[src/nic_pkg.sv]
/*
 * Shared constants, CSR map and bus types of the NIC slice.
 * All CSR addresses count 32-bit words, so 64-bit registers sit on even addresses.
 * The flow count and queue depth are fixed here; changing them resizes every block.
 */

package nic_pkg;

    // ====================
    // Sizing
    // ====================
    localparam logic [7:0] nic_id = 8'd5;

    // 2**3 = 8 flows
    localparam int lmax_flows = 3;
    localparam int max_flows  = 2 ** lmax_flows;

    // 2**3 = 8 queue entries
    localparam int fifo_ldepth = 3;
    localparam int fifo_depth  = 2 ** fifo_ldepth;

    typedef logic [lmax_flows-1:0] flow_id_t;
    typedef logic [31:0]           payload_t;
    typedef logic [15:0]           seq_t;
    typedef logic [15:0]           mmio_addr_t;
    typedef logic [63:0]           mmio_data_t;

    // ====================
    // CSR address map
    // ====================
    localparam mmio_addr_t addr_nic_start   = 16'd4;
    localparam mmio_addr_t addr_num_flows   = 16'd6;
    localparam mmio_addr_t addr_nic_status  = 16'd10;
    localparam mmio_addr_t addr_get_pck_cnt = 16'd14;
    localparam mmio_addr_t addr_pck_cnt     = 16'd16;
    localparam mmio_addr_t addr_ccip_mode   = 16'd18;

    typedef enum logic [1:0] {
        mode_mmio,
        mode_polling,
        mode_dma,
        mode_queue_polling
    } ccip_mode_e;

    // Only the queue polling transport exists in this build
    localparam ccip_mode_e active_mode = mode_queue_polling;

    // Counter selector whose other values read back as zero
    typedef enum logic [7:0] {
        cnt_rpc_in   = 8'd0,
        cnt_rpc_drop = 8'd1,
        cnt_net_tx   = 8'd2
    } pck_cnt_sel_e;

    // ====================
    // Packed bundles
    // ====================
    typedef struct packed {
        flow_id_t flow_id;
        payload_t payload;
    } rpc_req_t;

    typedef struct packed {
        flow_id_t flow_id;
        seq_t     seq;
        payload_t payload;
    } net_packet_t;

    typedef struct packed {
        logic       rd_valid;
        logic       wr_valid;
        mmio_addr_t addr;
        mmio_data_t wdata;
        logic [8:0] tid;
    } mmio_req_t;

    typedef struct packed {
        logic       rd_valid;
        logic [8:0] tid;
        mmio_data_t rdata;
    } mmio_rsp_t;

    typedef struct packed {
        logic [7:0] nic_id;
        logic       running;
        logic       fifo_full;
    } nic_status_t;

    // One-cycle strobes feeding the packet counters
    typedef struct packed {
        logic accepted;
        logic dropped;
        logic sent;
    } rpc_event_t;

endpackage

[src/nic_csr.sv]
/*
 * MMIO register block with start bit, flow count and counter selector.
 * Reads answer one cycle later; unknown addresses return zero.
 * Writes to read-only addresses are ignored. Counters are 64 bit and wrap.
 */

module nic_csr (
    input  logic                 ccip_clk,
    input  logic                 reset,
    input  nic_pkg::mmio_req_t   mmio,
    output nic_pkg::mmio_rsp_t   mmio_rsp,
    input  nic_pkg::rpc_event_t  events,
    input  logic                 fifo_full,
    output logic                 nic_start,
    output nic_pkg::flow_id_t    num_flows
);

    nic_pkg::pck_cnt_sel_e cnt_sel;

    logic [63:0] cnt_in;
    logic [63:0] cnt_drop;
    logic [63:0] cnt_tx;

    nic_pkg::nic_status_t status;
    nic_pkg::mmio_data_t  pck_cnt;
    nic_pkg::mmio_data_t  rd_data;

    // ====================
    // Write registers
    // ====================
    always_ff @(posedge ccip_clk) begin
        if (reset) begin
            nic_start <= 1'b0;
            // All ones means the full flow range
            num_flows <= '1;
            cnt_sel   <= nic_pkg::cnt_rpc_in;
        end else if (mmio.wr_valid) begin
            case (mmio.addr)
                nic_pkg::addr_nic_start: begin
                    nic_start <= mmio.wdata[0];
                end
                nic_pkg::addr_num_flows: begin
                    // Stored as count minus one so that zero wraps to the maximum
                    num_flows <= mmio.wdata[nic_pkg::lmax_flows-1:0] - 1'b1;
                end
                nic_pkg::addr_get_pck_cnt: begin
                    cnt_sel <= nic_pkg::pck_cnt_sel_e'(mmio.wdata[7:0]);
                end
                default: begin
                end
            endcase
        end
    end

    // ====================
    // Packet counters
    // ====================
    always_ff @(posedge ccip_clk) begin
        if (reset) begin
            cnt_in   <= '0;
            cnt_drop <= '0;
            cnt_tx   <= '0;
        end else begin
            if (events.accepted) begin
                cnt_in <= cnt_in + 64'd1;
            end
            if (events.dropped) begin
                cnt_drop <= cnt_drop + 64'd1;
            end
            if (events.sent) begin
                cnt_tx <= cnt_tx + 64'd1;
            end
        end
    end

    // ====================
    // Read path
    // ====================
    always_comb begin
        status.nic_id    = nic_pkg::nic_id;
        status.running   = nic_start;
        status.fifo_full = fifo_full;

        case (cnt_sel)
            nic_pkg::cnt_rpc_in:   pck_cnt = cnt_in;
            nic_pkg::cnt_rpc_drop: pck_cnt = cnt_drop;
            nic_pkg::cnt_net_tx:   pck_cnt = cnt_tx;
            default:               pck_cnt = '0;
        endcase

        case (mmio.addr)
            nic_pkg::addr_nic_status: rd_data = nic_pkg::mmio_data_t'(status);
            nic_pkg::addr_pck_cnt:    rd_data = pck_cnt;
            nic_pkg::addr_ccip_mode:  rd_data = nic_pkg::mmio_data_t'(nic_pkg::active_mode);
            default:                  rd_data = '0;
        endcase
    end

    // Read response registered one cycle after the request
    always_ff @(posedge ccip_clk) begin
        mmio_rsp.tid   <= mmio.tid;
        mmio_rsp.rdata <= rd_data;
        if (reset) begin
            mmio_rsp.rd_valid <= 1'b0;
        end else begin
            mmio_rsp.rd_valid <= mmio.rd_valid;
        end
    end

endmodule

[src/rpc_ingress.sv]
/*
 * Four-phase receiver for host RPC requests.
 * rpc_in must stay stable while rpc_req is high and rpc_ack is low.
 * A valid request waits without ack while the queue is full.
 */

module rpc_ingress (
    input  logic                ccip_clk,
    input  logic                reset,
    input  logic                rpc_req,
    input  nic_pkg::rpc_req_t   rpc_in,
    output logic                rpc_ack,
    input  nic_pkg::flow_id_t   num_flows,
    input  logic                full,
    output logic                push,
    output nic_pkg::rpc_req_t   push_data,
    output logic                accepted,
    output logic                dropped
);

    typedef enum logic [1:0] {
        idle,
        acked,
        wait_low
    } ingress_state_e;

    ingress_state_e state;
    ingress_state_e state_next;

    logic flow_ok;
    logic take;

    // num_flows holds the flow count minus one
    assign flow_ok = (rpc_in.flow_id <= num_flows);

    // A request is taken once, in the idle state only
    assign take     = (state == idle) && rpc_req && (!flow_ok || !full);
    assign push     = take && flow_ok;
    assign dropped  = take && !flow_ok;
    assign accepted = push;

    assign push_data = rpc_in;

    assign rpc_ack = (state == acked);

    always_comb begin
        state_next = state;
        case (state)
            idle: begin
                if (take) begin
                    state_next = acked;
                end
            end
            acked: begin
                if (!rpc_req) begin
                    state_next = wait_low;
                end
            end
            // One recovery cycle so the host sees ack low before the next request
            wait_low: begin
                state_next = idle;
            end
            default: begin
                state_next = idle;
            end
        endcase
    end

    always_ff @(posedge ccip_clk) begin
        if (reset) begin
            state <= idle;
        end else begin
            state <= state_next;
        end
    end

endmodule

[src/rpc_fifo.sv]
/*
 * Single-clock request queue of 2**fifo_ldepth entries.
 * head is valid whenever empty is low; pop and push act at the clock edge.
 * A push while full or a pop while empty is ignored.
 */

module rpc_fifo (
    input  logic               ccip_clk,
    input  logic               reset,
    input  logic               push,
    input  nic_pkg::rpc_req_t  push_data,
    input  logic               pop,
    output nic_pkg::rpc_req_t  head,
    output logic               empty,
    output logic               full
);

    nic_pkg::rpc_req_t mem [nic_pkg::fifo_depth];

    // Extra top bit tells a full queue from an empty one
    logic [nic_pkg::fifo_ldepth:0] wr_ptr;
    logic [nic_pkg::fifo_ldepth:0] rd_ptr;

    logic do_push;
    logic do_pop;

    assign empty = (wr_ptr == rd_ptr);
    assign full  = (wr_ptr[nic_pkg::fifo_ldepth] != rd_ptr[nic_pkg::fifo_ldepth]) &&
                   (wr_ptr[nic_pkg::fifo_ldepth-1:0] == rd_ptr[nic_pkg::fifo_ldepth-1:0]);

    assign do_push = push && !full;
    assign do_pop  = pop && !empty;

    assign head = mem[rd_ptr[nic_pkg::fifo_ldepth-1:0]];

    always_ff @(posedge ccip_clk) begin
        if (do_push) begin
            mem[wr_ptr[nic_pkg::fifo_ldepth-1:0]] <= push_data;
        end
    end

    always_ff @(posedge ccip_clk) begin
        if (reset) begin
            wr_ptr <= '0;
            rd_ptr <= '0;
        end else begin
            if (do_push) begin
                wr_ptr <= wr_ptr + 1'b1;
            end
            if (do_pop) begin
                rd_ptr <= rd_ptr + 1'b1;
            end
        end
    end

endmodule

[src/net_tx_builder.sv]
/*
 * Drains the request queue while nic_start is high, one entry per cycle.
 * Each packet carries a per-flow sequence number that wraps at 2**16.
 * The network side has no back-pressure, so packets leave as they are built.
 */

module net_tx_builder (
    input  logic                  ccip_clk,
    input  logic                  reset,
    input  logic                  nic_start,
    input  logic                  empty,
    input  nic_pkg::rpc_req_t     head,
    output logic                  pop,
    output nic_pkg::net_packet_t  net_tx,
    output logic                  net_tx_valid,
    output logic                  sent
);

    // Next sequence number of every flow
    nic_pkg::seq_t seq_cnt [nic_pkg::max_flows];

    assign pop = nic_start && !empty;

    // ====================
    // Sequence counters
    // ====================
    always_ff @(posedge ccip_clk) begin
        if (reset) begin
            for (int i = 0; i < nic_pkg::max_flows; i++) begin
                seq_cnt[i] <= '0;
            end
        end else if (pop) begin
            seq_cnt[head.flow_id] <= seq_cnt[head.flow_id] + 1'b1;
        end
    end

    // ====================
    // Packet register
    // ====================
    always_ff @(posedge ccip_clk) begin
        if (pop) begin
            net_tx.flow_id <= head.flow_id;
            net_tx.seq     <= seq_cnt[head.flow_id];
            net_tx.payload <= head.payload;
        end
    end

    always_ff @(posedge ccip_clk) begin
        if (reset) begin
            net_tx_valid <= 1'b0;
        end else begin
            net_tx_valid <= pop;
        end
    end

    // Counted when the packet is on the wire
    assign sent = net_tx_valid;

endmodule

[src/nic.sv]
/*
 * NIC top level on a single ccip_clk domain.
 * Host requests enter through a four-phase port, network packets leave valid-only.
 * Packets only leave while the start bit is set.
 */

module nic (
    input  logic                  ccip_clk,
    input  logic                  reset,
    input  nic_pkg::mmio_req_t    mmio,
    output nic_pkg::mmio_rsp_t    mmio_rsp,
    input  logic                  rpc_req,
    input  nic_pkg::rpc_req_t     rpc_in,
    output logic                  rpc_ack,
    output nic_pkg::net_packet_t  net_tx,
    output logic                  net_tx_valid
);

    logic                 nic_start;
    nic_pkg::flow_id_t    num_flows;
    nic_pkg::rpc_event_t  events;

    logic                 push;
    nic_pkg::rpc_req_t    push_data;
    logic                 pop;
    nic_pkg::rpc_req_t    head;
    logic                 empty;
    logic                 full;

    // ====================
    // Control and status
    // ====================
    nic_csr u_csr (
        .ccip_clk  (ccip_clk),
        .reset     (reset),
        .mmio      (mmio),
        .mmio_rsp  (mmio_rsp),
        .events    (events),
        .fifo_full (full),
        .nic_start (nic_start),
        .num_flows (num_flows)
    );

    // ====================
    // Request datapath
    // ====================
    rpc_ingress u_ingress (
        .ccip_clk  (ccip_clk),
        .reset     (reset),
        .rpc_req   (rpc_req),
        .rpc_in    (rpc_in),
        .rpc_ack   (rpc_ack),
        .num_flows (num_flows),
        .full      (full),
        .push      (push),
        .push_data (push_data),
        .accepted  (events.accepted),
        .dropped   (events.dropped)
    );

    rpc_fifo u_fifo (
        .ccip_clk  (ccip_clk),
        .reset     (reset),
        .push      (push),
        .push_data (push_data),
        .pop       (pop),
        .head      (head),
        .empty     (empty),
        .full      (full)
    );

    net_tx_builder u_tx (
        .ccip_clk     (ccip_clk),
        .reset        (reset),
        .nic_start    (nic_start),
        .empty        (empty),
        .head         (head),
        .pop          (pop),
        .net_tx       (net_tx),
        .net_tx_valid (net_tx_valid),
        .sent         (events.sent)
    );

endmodule

[config.mk]
export PLATFORM = sky130hd
export DESIGN_NAME = nic
export DESIGN_NICKNAME = d
export VERILOG_FILES = /design/src/nic_pkg.sv /design/src/nic_csr.sv /design/src/rpc_ingress.sv /design/src/rpc_fifo.sv /design/src/net_tx_builder.sv /design/src/nic.sv
export SDC_FILE = /design/constraint.sdc
export NUM_CORES = 1
export LEC_CHECK = 0
export BUFFER_PORTS_ARGS = -buffer_cell sky130_fd_sc_hd__buf_4
export CAP_MARGIN = 20
export CORE_UTILIZATION = 60
export CTS_CLUSTER_SIZE = 14
export DETAILED_ROUTE_END_ITERATION = 10
export HOLD_SLACK_MARGIN = 0.06
export MAX_ROUTING_LAYER = met4
export PLACE_DENSITY = 0.79
export RECOVER_POWER = 25
export SLEW_MARGIN = 20
export SYNTH_ARGS = -nofsm -noshare
export SYNTH_HDL_FRONTEND = slang
export SYNTH_HIERARCHICAL = 1
export SYNTH_SLANG_ARGS = --single-unit
[constraint.sdc]
create_clock -name ccip_clk -period 10.85 [get_ports ccip_clk]
set_input_delay 3.255 -clock ccip_clk [delete_from_list [all_inputs] [get_ports ccip_clk]]
set_output_delay 3.255 -clock ccip_clk [all_outputs]
set_load 0.02 [all_outputs]
==> results.toml <==
[setup_path]
reg2reg_depth = 11
worstSetupPathType = "reg2reg"
rr_endpoint = "u_tx/seq_cnt[2][8]"
critical_path_peak_fanout = 70
endpoint_kind = "flop"
r2r_slack_ns = 2.65
cp.arrival_ns = 8.54
worstPathRequired_ns = 11.18
critPathLaunchType = "flop"

[global_route]
grt_max_degree = 147
grt_antenna_before_repair = 1
grt_pass1_vias = 20994
grt_pass1_wl_mm = 114
grt_overflow = 0
grt_use_total_pct = 28.1

[sta]
hold_viol = 0
clock_skew_ns = 0.0370
final-max-slew-violation-count = 126
finalSetupTns_ns = 0
max_slew_margin_pct = -213
fin_crit_sh_pct = 75.6
rsz0062_at_grt = "no"
max_freq_mhz = 122
tightest_slew_ns = 4.69
setup_viol = 0
min_period_ns = 8.20
fin_ws_ns = 2.65

[detailed_routing]
drt-met1-wl_mm = 29.7
wl_per_cell_um = 21.7
wl_met3_mm = 4.92
vias = 21190
drtAntennaViolNets = 0
wl_mm = 74.0
drtPass1Iterations = 6
highest-signal-layer = "met4"
wl_met2_mm = 37.4
drt_iter0_drc = 2016
vias_per_cell = 6.22
drc = 0

[logic_synthesis]
async_flop_share_pct = 0
synth_edf_count = 459
synth_cell_type_count = 74
syn_area_mm2 = 0.0319
ys_ff_latch = 751
synthCells = 2517
avgSynthCellArea_um2 = 12.7
synthFlopType = "edfxtp_1"
synth_nets = 2656
yosysSeqAreaShare_pct = 61.6
yosys_warnings = 6

[clock_network]
ctsLongestPathBuffers = 3
cts_tree = "yes"
cts_resized = 0
clock_latency_ns = 0.64
hold_buffers = 0
numCtsBuffers = 75
cts.reportedPaths.clkPinSlew_ns = 0.06
post_cts_buffers = 0
clkSinkCount = 751
cts-root-buf = "clkbuf_16"
h-tree-depth = 3

[worst_hold_path]
hp-class = "reg2reg"
hold_end = "u_csr/cnt_tx[63]"
hp-start = "u_csr/cnt_tx[63]"
hold_depth = 2

[power_and_ir_drop]
power_leakage_nw = 12.1
peakVddDrop_mv = 0.117
powerDensity_mw_per_mm2 = 162

[floorplanning]
die_w_um = 233
start_util_pct = 60.7
chipHeight_um = 233
dieArea_mm2 = 0.0541
core_mm2 = 0.0526
io_pins = 256
rows = 84

[place]
gp_congestion = 0.921
io_buffers = 199
dpl.hpwl_mm = 44.6
place_inst = 3271
pre_cts_ws_ns = 3.71

[layout]
drive_gt1_share_pct = 17.7
fin_nets = 2800
post-route-util_pct = 68.5
area_growth_pct = 12.8
final_cell_mix = "edfxtp_1, nor2_1, dfxtp_1, buf_4, a21oi_1"
finalNonFillerCells = 3409
layout_commonest_cell = "edfxtp_1"

[job]
cap_violations = 2

[status]
violations = "max-capacitance violations, max-slew violations"
outcome = "finished, violations left"
-- per-stage QoR --
step | hold WS (ns) | cell area [µm²] | total power [mW]
floorplan | 0.440 | 31900 | 3.29
global placement | 0.456 | 33700 | 3.34
detailed placement | 0.470 | 33700 | 3.35
CTS | 0.483 | 36100 | 5.86
global route | 0.513 | 36000 | 5.97
finish | 0.486 | 36000 | 5.82
-- metal layers --
metal / global-route usage, % / vias to the layer above
met3: 3.86 / 138
met2: 47.3 / 890
met5: - / -
met4: 9.21 / 0
li1: - / 9617
met1: 35.1 / 10545
-- where the power goes --
group	switching (mW)	internal [mW]	total, mW	leakage [nW]
clock	1.08	1.45	2.53	1.18
combinational	0.133	0.0732	0.206	4.26
sequential	0.0142	3.07	3.08	6.67
-- cell usage after synthesis, drive strengths merged (16+ instances only) --
library cell / count / area [µm²]
a21oi: 149 / 746
and3: 25 / 156
and4: 16 / 140
buf: 78 / 509
clkbuf: 77 / 292
dfxtp: 292 / 5850
edfxtp: 459 / 13800
inv: 43 / 161
mux2: 49 / 552
mux2i: 93 / 931
mux4: 100 / 2330
nand2: 97 / 367
nand2b: 16 / 100
nand3: 76 / 385
nand4: 87 / 576
nor2: 395 / 1480
nor2b: 18 / 113
nor3: 45 / 270
nor4: 39 / 327
o21ai: 53 / 269
o31ai: 24 / 180
or3: 56 / 358
or4: 28 / 214
xnor2: 52 / 478
xor2: 73 / 639
-- registers in the layout (all words and copies together) (netlist names), 2 cells and up, named ones only --
| register | count |
|---|---|
| u_tx/seq_cnt | 128 |
| u_csr/mmio_rsp | 74 |
| u_csr/cnt_tx | 64 |
| u_csr/cnt_sel | 8 |
| u_csr/cnt_in | 64 |
| u_fifo/mem | 280 |
| u_fifo/rd_ptr | 4 |
| u_fifo/wr_ptr | 4 |
| u_ingress/state | 2 |
| u_tx/net_tx | 51 |
| u_csr/cnt_drop | 64 |
| u_csr/num_flows | 3 |
-- worst max-delay path, stage by stage (launching register included) --
cell	delay, ns
dfxtp_1	0.30
clkbuf_1	3.27
mux4_2	0.79
mux2_2	0.85
mux4_2	0.40
mux2_2	0.28
ha_1	0.31
nand4b_1	0.14
o22ai_1	0.53
nand3_1	0.20
xnor2_1	0.61
nor2_1	0.15
-- kinds of logic after synthesis --
| logic type | count (synthesis) | synth area share (%) |
|---|---|---|
| AND/OR/NAND/NOR | 937 | 15.0 |
| buffers and inverters | 199 | 3.05 |
| flip-flops | 751 | 61.6 |
| adder cells (fa/ha/maj) | 10 | 0.392 |
| XOR/XNOR | 125 | 3.50 |
| multiplexers | 242 | 12.0 |
| AO/OA/AOI/OAI | 253 | 4.50 |
-- how the worst max path moves through the flow --
stage	end	start
floorplan	u_fifo/mem[5][0]	rpc_in[34]
global placement	u_csr/cnt_in[57]	rpc_in[34]
detailed placement	u_csr/cnt_in[57]	rpc_in[34]
CTS	u_csr/cnt_in[57]	rpc_in[34]
global route	u_tx/seq_cnt[3][10]	flop
finish	u_tx/seq_cnt[2][8]	flop
-- layout make-up --
cell class | count | area [µm²]
Clock buffer | 101 | 2040
Fill cell | 3611 | 16600
Clock inverter | 34 | 374
Inverter | 43 | 161
Multi-Input combinational cell | 1567 | 11400
Sequential cell | 751 | 19600
Tap cell | 688 | 861
Timing Repair Buffer | 223 | 1560
Antenna cell | 2 | 5.00
(Power assumes the default switching activity.)
